[src/rtl/uart_cmd_pkg.sv]
`default_nettype none

package uart_cmd_pkg;

  // ---------------------------------------------------------------------------
  // serial timing
  // ---------------------------------------------------------------------------
  localparam int BIT_CYCLES = 16;             // 434 for 50 MHz at 115200 baud
  localparam int HALF_BIT   = BIT_CYCLES / 2;  // receiver sample offset
  localparam int GAP_CYCLES = 100;            // idle cycles between write frames
  localparam int FRAME_BITS = 11;             // start, 8 data, parity, stop

  // ---------------------------------------------------------------------------
  // vector types
  // ---------------------------------------------------------------------------
  typedef logic [15:0]                     cmd_t;  // [15] write, [14:8] addr, [7:0] data
  typedef logic [7:0]                      byte_t;
  typedef logic [$clog2(BIT_CYCLES)-1:0]   baud_cnt_t;
  typedef logic [3:0]                      bit_idx_t;
  typedef logic [7:0]                      gap_cnt_t;

  typedef enum logic [2:0] {
    st_idle,
    st_send_lo,    // write, data byte
    st_gap,
    st_send_hi,    // write, flag and address byte
    st_send_addr,  // read, flag and address byte
    st_wait_reply,
    st_reply
  } ctrl_state_e;

  // one received frame
  typedef struct packed {
    byte_t data;
    logic  parity_err;
    logic  stop_err;
  } rx_result_t;

endpackage

`default_nettype wire

[src/rtl/uart_frame_tx.sv]
`timescale 1ns/10ps
`default_nettype none

module uart_frame_tx
  import uart_cmd_pkg::*;
(
  input  wire logic  clk,
  input  wire logic  rst_n,
  input  wire logic  tx_start,
  input  wire byte_t tx_byte,
  output logic       tx,
  output logic       tx_done,
  output logic       busy
);

  logic [FRAME_BITS-1:0] frame_q;
  baud_cnt_t             baud_cnt;
  bit_idx_t              bit_idx;
  logic                  bit_end;
  logic                  load;

  assign load    = tx_start && !busy;
  assign bit_end = busy && (baud_cnt == baud_cnt_t'(BIT_CYCLES - 1));

  // high during the last cycle of the stop bit
  assign tx_done = bit_end && (bit_idx == bit_idx_t'(FRAME_BITS - 1));

  // ---------------------------------------------------------------------------
  // bit timing and line driver
  // ---------------------------------------------------------------------------
  always_ff @(posedge clk or negedge rst_n)
  begin
    if (!rst_n)
    begin
      tx       <= 1'b1;
      busy     <= 1'b0;
      baud_cnt <= '0;
      bit_idx  <= '0;
    end
    else if (load)
    begin
      tx       <= 1'b0;  // start bit
      busy     <= 1'b1;
      baud_cnt <= '0;
      bit_idx  <= '0;
    end
    else if (bit_end)
    begin
      baud_cnt <= '0;
      if (tx_done)
      begin
        busy <= 1'b0;
        tx   <= 1'b1;
      end
      else
      begin
        bit_idx <= bit_idx + 4'd1;
        tx      <= frame_q[1];
      end
    end
    else if (busy)
    begin
      baud_cnt <= baud_cnt + baud_cnt_t'(1);
    end
  end

  // frame register, bit 0 is the start bit
  always_ff @(posedge clk)
  begin
    if (load)
      frame_q <= {1'b1, ~^tx_byte, tx_byte, 1'b0};  // stop, odd parity, data, start
    else if (bit_end)
      frame_q <= {1'b1, frame_q[FRAME_BITS-1:1]};
  end

endmodule

`default_nettype wire

[src/rtl/uart_frame_rx.sv]
`timescale 1ns/10ps
`default_nettype none

module uart_frame_rx
  import uart_cmd_pkg::*;
(
  input  wire logic  clk,
  input  wire logic  rst_n,
  input  wire logic  rx,
  output logic       rx_done,
  output rx_result_t rx_res
);

  logic      rx_s1;
  logic      rx_s2;
  logic      rx_q;     // previous synchronized level, for edge detection
  logic      active;
  baud_cnt_t baud_cnt;
  bit_idx_t  bit_idx;
  byte_t     data_q;
  logic      parity_q;
  logic      sample;

  // mid-bit strobe
  assign sample = active && (baud_cnt == baud_cnt_t'(HALF_BIT - 1));

  // ---------------------------------------------------------------------------
  // synchronizer, start detection and bit counting
  // ---------------------------------------------------------------------------
  always_ff @(posedge clk or negedge rst_n)
  begin
    if (!rst_n)
    begin
      rx_s1    <= 1'b1;
      rx_s2    <= 1'b1;
      rx_q     <= 1'b1;
      active   <= 1'b0;
      baud_cnt <= '0;
      bit_idx  <= '0;
      rx_done  <= 1'b0;
    end
    else
    begin
      rx_s1   <= rx;
      rx_s2   <= rx_s1;
      rx_q    <= rx_s2;
      rx_done <= 1'b0;
      if (!active)
      begin
        if (rx_q && !rx_s2)  // falling edge, possible start bit
        begin
          active   <= 1'b1;
          baud_cnt <= '0;
          bit_idx  <= '0;
        end
      end
      else
      begin
        if (baud_cnt == baud_cnt_t'(BIT_CYCLES - 1))
          baud_cnt <= '0;
        else
          baud_cnt <= baud_cnt + baud_cnt_t'(1);
        if (sample)
        begin
          if (bit_idx == 4'd0 && rx_s2)
            active <= 1'b0;  // glitch, start bit gone high again
          else if (bit_idx == bit_idx_t'(FRAME_BITS - 1))
          begin
            active  <= 1'b0;
            rx_done <= 1'b1;
          end
          else
            bit_idx <= bit_idx + 4'd1;
        end
      end
    end
  end

  // data path, lsb first
  always_ff @(posedge clk)
  begin
    if (sample)
    begin
      if (bit_idx >= 4'd1 && bit_idx <= 4'd8)
        data_q <= {rx_s2, data_q[7:1]};
      else if (bit_idx == 4'd9)
        parity_q <= rx_s2;
      else if (bit_idx == bit_idx_t'(FRAME_BITS - 1))
      begin
        rx_res.data       <= data_q;
        rx_res.parity_err <= ~^{data_q, parity_q};  // odd parity over data and parity bit
        rx_res.stop_err   <= ~rx_s2;
      end
    end
  end

endmodule

`default_nettype wire

[src/rtl/uart_cmd_ctrl.sv]
`timescale 1ns/10ps
`default_nettype none

module uart_cmd_ctrl
  import uart_cmd_pkg::*;
(
  input  wire logic       clk,
  input  wire logic       rst_n,
  input  wire cmd_t       cmd_in,
  input  wire logic       cmd_vld,
  output logic            cmd_rdy,
  output logic            tx_start,
  output byte_t           tx_byte,
  input  wire logic       tx_done,
  input  wire logic       rx_done,
  input  wire rx_result_t rx_res,
  output rx_result_t      read_data,
  output logic            read_rdy
);

  ctrl_state_e state;
  ctrl_state_e state_nxt;
  cmd_t        cmd_q;
  gap_cnt_t    gap_cnt;
  logic        accept;
  logic        gap_end;

  // a new command is also taken in the cycle the reply is returned
  assign cmd_rdy  = (state == st_idle) || (state == st_reply);
  assign read_rdy = (state == st_reply);
  assign accept   = cmd_rdy && cmd_vld;

  // line goes low one cycle after tx_start, so leave the gap one cycle early
  assign gap_end  = (gap_cnt == gap_cnt_t'(GAP_CYCLES - 2));

  assign tx_byte  = (state == st_send_lo) ? cmd_q[7:0] : cmd_q[15:8];

  // ---------------------------------------------------------------------------
  // next state
  // ---------------------------------------------------------------------------
  always_comb
  begin
    state_nxt = state;
    case (state)
      st_idle, st_reply:
        if (accept)
          state_nxt = cmd_in[15] ? st_send_lo : st_send_addr;
        else
          state_nxt = st_idle;
      st_send_lo:
        if (tx_done)
          state_nxt = st_gap;
      st_gap:
        if (gap_end)
          state_nxt = st_send_hi;
      st_send_hi:
        if (tx_done)
          state_nxt = st_idle;
      st_send_addr:
        if (tx_done)
          state_nxt = st_wait_reply;
      st_wait_reply:
        if (rx_done)
          state_nxt = st_reply;
      default:
        state_nxt = st_idle;
    endcase
  end

  always_ff @(posedge clk or negedge rst_n)
  begin
    if (!rst_n)
    begin
      state    <= st_idle;
      tx_start <= 1'b0;
      gap_cnt  <= '0;
    end
    else
    begin
      state    <= state_nxt;
      // strobe in the first cycle of every sending state
      tx_start <= (state_nxt != state) &&
                  (state_nxt inside {st_send_lo, st_send_hi, st_send_addr});
      if (state == st_gap)
        gap_cnt <= gap_cnt + gap_cnt_t'(1);
      else
        gap_cnt <= '0;
    end
  end

  // ---------------------------------------------------------------------------
  // command and reply registers
  // ---------------------------------------------------------------------------
  always_ff @(posedge clk)
  begin
    if (accept)
      cmd_q <= cmd_in;
  end

  always_ff @(posedge clk or negedge rst_n)
  begin
    if (!rst_n)
      read_data <= '0;
    else if (state == st_wait_reply && rx_done)
      read_data <= rx_res;  // held until the next read completes
  end

endmodule

`default_nettype wire

[src/rtl/uart_cmd_top.sv]
`timescale 1ns/10ps
`default_nettype none

module uart_cmd_top
  import uart_cmd_pkg::*;
(
  input  wire logic  clk,
  input  wire logic  rst_n,
  input  wire cmd_t  cmd_in,
  input  wire logic  cmd_vld,
  output logic       cmd_rdy,
  input  wire logic  rx,
  output logic       tx,
  output rx_result_t read_data,
  output logic       read_rdy
);

  logic       tx_start;
  byte_t      tx_byte;
  logic       tx_done;
  logic       tx_busy;  // frame on the line
  logic       rx_done;
  rx_result_t rx_res;

  uart_cmd_ctrl u_ctrl (
    .clk       (clk),
    .rst_n     (rst_n),
    .cmd_in    (cmd_in),
    .cmd_vld   (cmd_vld),
    .cmd_rdy   (cmd_rdy),
    .tx_start  (tx_start),
    .tx_byte   (tx_byte),
    .tx_done   (tx_done),
    .rx_done   (rx_done),
    .rx_res    (rx_res),
    .read_data (read_data),
    .read_rdy  (read_rdy)
  );

  uart_frame_tx u_tx (
    .clk      (clk),
    .rst_n    (rst_n),
    .tx_start (tx_start),
    .tx_byte  (tx_byte),
    .tx       (tx),
    .tx_done  (tx_done),
    .busy     (tx_busy)
  );

  uart_frame_rx u_rx (
    .clk     (clk),
    .rst_n   (rst_n),
    .rx      (rx),
    .rx_done (rx_done),
    .rx_res  (rx_res)
  );

endmodule

`default_nettype wire

[config.mk]
export PLATFORM = sky130hd
export DESIGN_NAME = uart_cmd_top
export DESIGN_NICKNAME = d
export VERILOG_FILES = /design/src/rtl/uart_cmd_pkg.sv /design/src/rtl/uart_frame_tx.sv /design/src/rtl/uart_frame_rx.sv /design/src/rtl/uart_cmd_ctrl.sv /design/src/rtl/uart_cmd_top.sv
export SDC_FILE = /design/constraint.sdc
export NUM_CORES = 1
export LEC_CHECK = 0
export ABC_CLOCK_PERIOD_IN_PS = 3300
export BUFFER_PORTS_ARGS = -buffer_cell sky130_fd_sc_hd__buf_2
export CAP_MARGIN = 20
export CORE_AREA = 2 2 115 117
export DETAILED_ROUTE_END_ITERATION = 7
export DIE_AREA = 0 0 117 119
export GPL_ROUTABILITY_DRIVEN = 0
export PLACE_DENSITY_LB_ADDON = 0.05
export SETUP_SLACK_MARGIN = 0.5
export SLEW_MARGIN = 5
export SYNTH_ARGS = -nofsm -noshare
export SYNTH_HDL_FRONTEND = slang
export SYNTH_HIERARCHICAL = 1
export SYNTH_SLANG_ARGS = --single-unit
[constraint.sdc]
create_clock -name clk -period 3.3 [get_ports clk]
set_input_delay 0.99 -clock clk [delete_from_list [all_inputs] [get_ports clk]]
set_output_delay 0.99 -clock clk [all_outputs]
set_load 0.01 [all_outputs]
## Word level (Yosys, flattened, before mapping)

Cells that the tools add are included.

- Flip-flop bits (word level): 90
- Bits of input ports: 20
- Output and inout port bits: 13
- Word-level logic and storage cells: 125

- Add/subtract/negate cells: 5
- Order comparisons: 2
- Eq/ne operators: 21
- Multiplexer cells: 40
- Bitwise operators: 3
- Reduce and logical (&&, ||, !) cells: 29

Operator list:

| operator | count |
|---|---|
| $mux W4 | 13 |
| $mux W3 | 7 |
| $eq A4 B4 Y1 const B | 5 |
| $mux W10 | 2 |
| $pmux W3 S6 | 1 |
| $add A4 B1 Y4 const B | 4 |
| $mux W8 | 2 |
| $mux W1 | 15 |
| $eq A3 B3 Y1 const B | 4 |
| $logic_and A1 B1 Y1 | 10 |
| $eq A3 B2 Y1 const B | 3 |
| $reduce_xnor A9 Y1 | 1 |
| $add A8 B1 Y8 const B | 1 |
| $eq A8 B7 Y1 const B | 1 |
| $reduce_and A4 Y1 | 2 |
| $reduce_xnor A8 Y1 | 1 |
| $eq A3 B1 Y1 const B | 2 |
| $ne A2 B2 Y1 const B | 3 |
| $reduce_and A2 Y1 | 3 |
| $reduce_bool A2 Y1 | 3 |
| $reduce_bool A3 Y1 | 2 |
| $eq A4 B3 Y1 const B | 1 |
| $ge A4 B1 Y1 const B | 1 |
| $le A4 B4 Y1 const B | 1 |
| other kinds (9) | 12 |

## Longest topological paths before layout

Gate-level depths: netlist of run 1.

- Depth after elaboration: 8
- Gate-level depth with buffers: 8
- Mapped depth without buffers: 8

## Modules after synthesis

Netlist of run 1, hierarchy kept.

Modules (own cells, without submodules):

| module | instances | cells an instance | area each (um2) | seq. area each (um2) |
|---|---|---|---|---|
| uart_cmd_ctrl | 1 | 112 | 1585.3 | 1031.0 |
| uart_frame_rx | 1 | 95 | 1320.0 | 899.6 |
| uart_frame_tx | 1 | 80 | 948.4 | 521.8 |

## Worst setup path before layout of run 1

Ideal clock, no wire load.

- Path kind: input-to-reg
- Start point: input cmd_vld
- End point: register u_ctrl.cmd_q[0], enable pin
- Library setup time: 415 ps
- Arrival: 2281 ps
- Data required time: 2885 ps
- Setup slack: 604 ps
- Cell stages on the path: 1
- Path buffers: 0
- Cells stage by stage: nor3b_1

- Word-level cells in the longest chain between the ends: 1

Ends and longest elaborated chain:

| item | line | source |
|---|---|---|
| from (decl) | uart_cmd_top.sv:10 | `input wire logic cmd_vld,` |
| $logic_and A1 B1 Y1 | uart_cmd_ctrl.sv:31 | `assign accept = cmd_rdy && cmd_vld;` |
| to (signal assigned) | uart_cmd_ctrl.sv:97 | `cmd_q <= cmd_in;` |
| to (decl) | uart_cmd_ctrl.sv:23 | `cmd_t cmd_q;` |

Every way passes these cells.
A chain may end at the register's enable or synchronous reset.

## Worst setup path after layout of run 1

- Start point: register u_ctrl.state[0]
- End point: register u_tx.frame_q[9], data pin

- Word-level cells in the longest chain between the ends: 4

Ends and longest elaborated chain:

| item | line | source |
|---|---|---|
| from (decl) | uart_cmd_ctrl.sv:21 | `ctrl_state_e state;` |
| from (signal assigned) | uart_cmd_ctrl.sv:74 | `state <= st_idle;` |
| from (signal assigned) | uart_cmd_ctrl.sv:80 | `state <= state_nxt;` |
| $eq A3 B1 Y1 | uart_cmd_ctrl.sv:36 | `assign tx_byte = (state == st_send_lo) ? cmd_q[7:0] : cmd_q[15:8];` |
| $mux W8 | uart_cmd_ctrl.sv:36 |  |
| via tx_byte[1] | uart_cmd_top.sv:19 | `byte_t tx_byte;` |
| $reduce_xnor A8 Y1 | uart_frame_tx.sv:71 | `frame_q <= {1'b1, ~^tx_byte, tx_byte, 1'b0};` |
| $mux W10 | uart_frame_tx.sv:70 | `if (load)` |
| to (signal assigned) | uart_frame_tx.sv:71 |  |
| to (signal assigned) | uart_frame_tx.sv:73 | `frame_q <= {1'b1, frame_q[FRAME_BITS-1:1]};` |
| to (decl) | uart_frame_tx.sv:16 | `logic [FRAME_BITS-1:0] frame_q;` |

The timed path passes the listed nets, and every way through them passes these cells.

==> results of run 1 <==
-- synth_stat cells, drive strengths merged (7+ instances only) --
cell	n	share of area
a22o	11	0.025
inv	10	0.0097
ha	10	0.032
dfrtp	41	0.27
edfxtp	44	0.34
xor2	7	0.016
o21ai	14	0.018
nor2	18	0.018
nand2	19	0.019
xnor2	16	0.036
a21oi	10	0.014
mux2	18	0.053
-- cell type report --
type | instances | area (sq um)
multi-input combinational | 180 | 1320
clock inverter | 5 | 52.6
fill | 1290 | 8330
timing repair buffer | 38 | 205
inverter | 10 | 37.5
tap | 176 | 220
sequential | 89 | 2450
clock buffer | 11 | 253
-- worst reg2reg max path, delay by kind of cell (launching register included) --
family                    cells  cell delay (ns)
AOI/OAI and AO/OA             1             0.08
and+or+nand+nor               2             0.69
DFF                           1             0.51
xor gates and xnor gates      3             0.51
muxes                         1             0.44
-- through the flow --
stage	worst slack (ns)	util
floorplan	0.604	-
global placement	0.887	0.329
detailed placement	0.804	0.329
CTS	0.792	0.353
global route	0.648	0.353
finish	0.816	0.353
-- state kept, by name (all words and copies together) (netlist names), 3 cells and up --
| name | count |
|---|---|
| u_ctrl/cmd_q | 16 |
| u_rx/rx_res | 10 |
| u_ctrl/state | 3 |
| u_rx/bit_idx | 4 |
| u_ctrl/gap_cnt | 8 |
| u_tx/frame_q | 9 |
| u_rx/baud_cnt | 4 |
| u_tx/baud_cnt | 4 |
| u_tx/bit_idx | 4 |
| u_ctrl/read_data | 10 |
| u_rx/data_q | 8 |
-- layer usage --
metal  up-vias  share of wire  track usage
li1       1128              -            -
met1      1155           0.49        0.155
met2        24           0.45        0.163
met3        11          0.029       0.0290
met4         0          0.030       0.0728
met5         -              0            0
-- logic make-up (layout without fill, tap and decap cells) --
family	count (synthesis)	count (layout)	synth area share
flops	89	89	0.636
xor+xnor	23	23	0.0523
buf+inv	18	64	0.0240
compound gates	50	50	0.0886
fa+ha+maj	10	10	0.0325
simple gates	78	78	0.111
mux	19	19	0.0552
-- path summary, 6_finish.rpt --
path | endpoint | start | cells after the start
min reg2reg | u_rx/rx_s2 | u_rx/rx_s1 | 0
max | u_tx/frame_q[9] | u_ctrl/state[0] | 7
min | u_rx/rx_s2 | u_rx/rx_s1 | 0
min in group asynchronous | u_tx/bit_idx[3] | rst_n | 1
max reg2reg | u_tx/frame_q[9] | u_ctrl/state[0] | 7
max in group asynchronous | u_rx/rx_q | rst_n | 2
-- power by group --
group          total, mW  switching, mW  leakage (nW)  internal, mW
sequential          1.49          0.162         0.972          1.32
combinational      0.504          0.263         0.710         0.242
clock               1.04          0.419         0.150         0.624
==> impl_metrics.csv, run 1 <==
group,metric,value,unit
status,status,"completed",
clock_tree,cts.sinks,89,
die,die_w,117,um
route,remaining_drc_errors,0,
cells_and_area,drive_gt1_frac,0.249,
pwr,p_leak,1.83,nW
sta,rsz0062_at_grt,"false",
global_routing,antenna_found_initial,0,
cells_and_area,area_delta_synth_final,17.8,%
clock_tree,htreeDepth,3,
clock_tree,ctsLongestPathBuffers,2,
logic_synthesis,avgSynthCellArea,13.4,sq um
die,initial_core_util,0.299,
global_routing,globalRoute.totalOverflow,0,
logic_synthesis,synth_area,3850,sq um
clock_tree,cts_root_buffer,"clkbuf_16",
route,antenna_left,0,
sta,worst_slew_pin_slew,0.694,ns
sta,period_minus_slack,2.48,ns
global_routing,grt_start_max_net_pins,24,
sta,hold_viol,0,
logic_synthesis,synthCells,287,
route,drt-total-wl,7130,um
clock_tree,cts_tree,"yes",
critical_path,crit_path_frequent_cell,"xnor2_1",
logic_synthesis,synth_edf_count,44,
clock_tree,cts_setup_buffers,0,
sta,fin_crit_sh,0.753,
route,first_pass_iters,4,
global_routing,grt_pass1_vias,2325,
sta,relSlewSlack,0.536,
global_routing,track_usage,0.115,
critical_path,cp_max_fo,9,
critical_path,critPathBufInv,0,
placement,port_buffers,32,
worst_hold_path,hold_class,"reg -> reg",
placement,dp.cells,493,
sta,holdWs,0.356,ns
logic_synthesis,yosysSeqAreaShare,0.636,
sta,setup_viol,0,
logic_synthesis,synth_cell_type_count,49,
cells_and_area,final_common_cell,"edfxtp_1",
die,fp-row-count,42,
die,die-area,13900,sq um
cells_and_area,fin_nets,358,
die,coreArea,12900,sq um
placement,placed_cell_area,4240,sq um
route,vias_per_cell,4.55,
pwr,ir_drop,228,uV
sta,fin_worst_skew,0.00894,ns
route,wl_per_cell,14.0,um
cells_and_area,final_cell_mix,"edfxtp_1, dfrtp_1, buf_2",
critical_path,path_cells,"nand2b_1 > nor2_1 > mux2_2 > xor2_1 > xnor2_1 > xnor2_1 > o21ai_0",
clock_tree,clk_latency,0.35,ns
pwr,powerDensity,668,nW/um^2
logic_synthesis,yosys_most_used_dff,"edfxtp_1",
clock_tree,numCtsBuffers,9,
route,drtIter0Drc,73,
sta,final_max_slew_viol_count,0,
logic_synthesis,ys_warn_count,6,
cells_and_area,final_cells,509,
critical_path,worstPathArrival,2.57,ns
logic_synthesis,ys_async_sr_fraction,0.506,
clock_tree,cts.clk_slew.worst_paths,0.06,ns
critical_path,crit_type,"reg -> reg",
logic_synthesis,syn_nets,317,
flow_run,cap_viol_max_count,0,
route,num_vias,2318,
critical_path,crit_required,3.38,ns
clock_tree,hold_buffers,0,
critical_path,slowest_delay,0.55,ns
die,pin_count,33,
critical_path,crit_path_end_kind,"register",
cells_and_area,antennaDiodeCount,0,
critical_path,start_kind,"register",
critical_path,critPathTopFamily,"simple AND/OR/NAND/NOR gates",
pwr,power.total,3.03,mW
cells_and_area,design_area,4540,sq um
sta,fin_setup_tns,0,ns
placement,hpwl,4930,um
sta,clock.fmax,403,MHz
logic_synthesis,synth-seq-cells,89,
critical_path,slowest_stage,"nor2_1",
die,die_height,119,um
critical_path,reg2reg_slack,0.82,ns
global_routing,grt_pass1_wl,11900,um
clock_tree,cts_resized,0,
(Power assumes the default switching activity.)
==> run 2: changes to the inputs <==
--- a/config.mk
+++ b/config.mk
@@ -5,7 +5,7 @@
 export SDC_FILE = /design/constraint.sdc
 export NUM_CORES = 1
 export LEC_CHECK = 0
-export ABC_CLOCK_PERIOD_IN_PS = 3300
+export ABC_CLOCK_PERIOD_IN_PS = 2050
 export BUFFER_PORTS_ARGS = -buffer_cell sky130_fd_sc_hd__buf_2
 export CAP_MARGIN = 20
 export CORE_AREA = 2 2 115 117
==> constraint.sdc (replaced) <==
create_clock -name clk -period 2.05 [get_ports clk]
set_input_delay 0.615 -clock clk [delete_from_list [all_inputs] [get_ports clk]]
set_output_delay 0.615 -clock clk [all_outputs]
set_load 0.01 [all_outputs]
==> impl_metrics.csv, run 2 (synthesis gave the netlist of run 1 again) <==
group,metric,value,unit
status,status,"completed",
cells_and_area,seqCellArea,2460,sq um
pwr,switchingPower,1.57,mW
placement,dp.cells,505,
clock_tree,cts.clk_slew.worst_paths,0.06,ns
clock_tree,cts.sinks,89,
cells_and_area,largest-register,"u_ctrl/cmd_q",
cells_and_area,fin_util,0.400,
sta,fin_crit_sh,0.925,
cells_and_area,drive_gt1_frac,0.402,
global_routing,grt_pass1_wl,12900,um
cells_and_area,reg_top3,"u_ctrl/cmd_q: 16 flops, u_ctrl/read_data: 10 flops, u_rx/rx_res: 10 flops",
pwr,power.total,5.29,mW
pwr,ir_drop,321,uV
cells_and_area,final_common_cell,"edfxtp_1",
critical_path,reg2reg_slack,0.16,ns
critical_path,crit_type,"reg -> out",
pwr,powerDensity,1030,nW/um^2
cells_and_area,multiInputGateArea,1550,sq um
pwr,p_leak,2.12,nW
critical_path,crit_path_end_kind,"output port",
flow_run,cap_viol_max_count,0,
clock_tree,numCtsBuffers,9,
clock_tree,htreeDepth,3,
die,coreArea,12900,sq um
pwr,p_sw_frac,0.297,
cells_and_area,largest_reg_flops,16,
cells_and_area,final_cell_mix,"edfxtp_1, dfrtp_1, buf_2",
critical_path,start_kind,"register",
route,first_pass_iters,4,
sta,hold_viol,0,
sta,relSlewSlack,0.766,
sta,period_minus_slack,1.90,ns
critical_path,cp_max_fo,2,
die,initial_core_util,0.299,
critical_path,crit_required,1.43,ns
die,die_height,119,um
die,die-area,13900,sq um
route,drtIter0Drc,136,
placement,port_buffers,32,
global_routing,antenna_found_initial,0,
placement,placed_cell_area,4390,sq um
worst_hold_path,hold_class,"in -> async",
route,num_vias,2482,
route,drt-total-wl,7670,um
cells_and_area,n_fill_cell,1234,
critical_path,worstPathArrival,1.28,ns
clock_tree,clk_latency,0.34,ns
pwr,power_frac_seq,0.446,
sta,clock.fmax,528,MHz
critical_path,worst_r2r_endpoint,"u_tx/frame_q[9]",
route,wl_per_cell,14.0,um
global_routing,track_usage,0.122,
die,pin_count,33,
cells_and_area,final_cells,549,
pwr,p_clk_frac,0.281,
sta,final_max_slew_viol_count,0,
global_routing,grt_pass1_vias,2495,
sta,worst_slew_pin_slew,0.349,ns
global_routing,grt_start_max_net_pins,46,
cells_and_area,design_area,5140,sq um
critical_path,reg2reg_depth,8,
die,die_w,117,um
route,antenna_left,0,
cells_and_area,area_delta_synth_final,33.5,%
critical_path,r2r_start,"u_ctrl/state[1]",
pwr,comb_power_share,0.273,
clock_tree,cts_root_buffer,"clkbuf_16",
sta,fin_setup_tns,0,ns
pwr,intPower,3.72,mW
clock_tree,ctsLongestPathBuffers,2,
cells_and_area,fin_nets,398,
clock_tree,hold_buffers,0,
sta,rsz0062_at_grt,"true",
sta,setup_viol,0,
cells_and_area,antennaDiodeCount,0,
clock_tree,cts_tree,"yes",
global_routing,globalRoute.totalOverflow,0,
placement,hpwl,4890,um
sta,fin_worst_skew,0.00696,ns
route,vias_per_cell,4.52,
route,remaining_drc_errors,0,
die,fp-row-count,42,
-- run 2: cell types whose count changed in the layout (fill, tap and decap cells not counted), sizes merged --
cell / change
buf: +40
clkinv: +2
bufinv: -1
clkbuf: -1
clkinvlp: +1
inv: -1
-- run 2: final cells by class --
class                      count  share of cell area
sequential                    89               0.477
timing repair buffer          78               0.119
clock inverter                 6             0.00681
inverter                      10             0.00827
multi-input combinational    180               0.302
clock buffer                  10              0.0445
tap                          176              0.0428
-- run 2: what timing repair did --
action / in CTS / in global routing
gates cloned: 1 / 0
pin swaps: 14 / 13
endpoints found under the hold margin: 0 / 0
resized for setup: 40 / 26
buffers inserted: 22 / 5
endpoints found under the setup margin: 59 / 79
-- run 2: worst max path at each step --
stage	slack [ns]	endpoint	start
after detailed placement	0.06	u_tx/frame_q[9]	u_ctrl/state[1]
after floorplan	0.12	u_tx/frame_q[9]	u_ctrl/state[1]
after CTS	0.12	cmd_rdy	u_ctrl/state[2]
after global placement	0.07	u_tx/frame_q[9]	u_ctrl/state[1]
final	0.15	cmd_rdy	u_ctrl/state[2]
after global routing	0.05	u_tx/frame_q[9]	u_ctrl/state[1]
-- run 2: metrics by stage --
stage	worst slack (ns)	hold slack [ns]
final	0.155	0.244
after global routing	0.0517	0.272
after CTS	0.124	0.251
after detailed placement	0.0555	0.348
after global placement	0.0743	0.346
after floorplan	0.122	0.319
-- run 2: power groups by stage --
stage / Combinational (mW) / Sequential (mW) / Clock (mW)
6_report: 1.45 / 2.36 / 1.49
3_5_place_dp: 0.992 / 2.41 / 0
5_1_grt: 1.62 / 2.40 / 1.62
3_3_place_gp: 0.986 / 2.40 / 0
2_1_floorplan: 0.753 / 2.34 / 0
4_1_cts: 1.32 / 2.35 / 1.55
-- run 2: metal layers --
metal / track usage / share of wire / up-vias
met5: 0 / 0 / -
met3: 0.0305 / 0.031 / 14
met4: 0.0551 / 0.020 / 0
li1: - / - / 1208
met2: 0.177 / 0.47 / 31
met1: 0.171 / 0.48 / 1229
-- run 2: critical path, stage by stage, from the launching register on --
cell	delay, ns
dfrtp_1	0.41
buf_6	0.15
xor2_4	0.15
nor2_1	0.09
buf_2	0.14
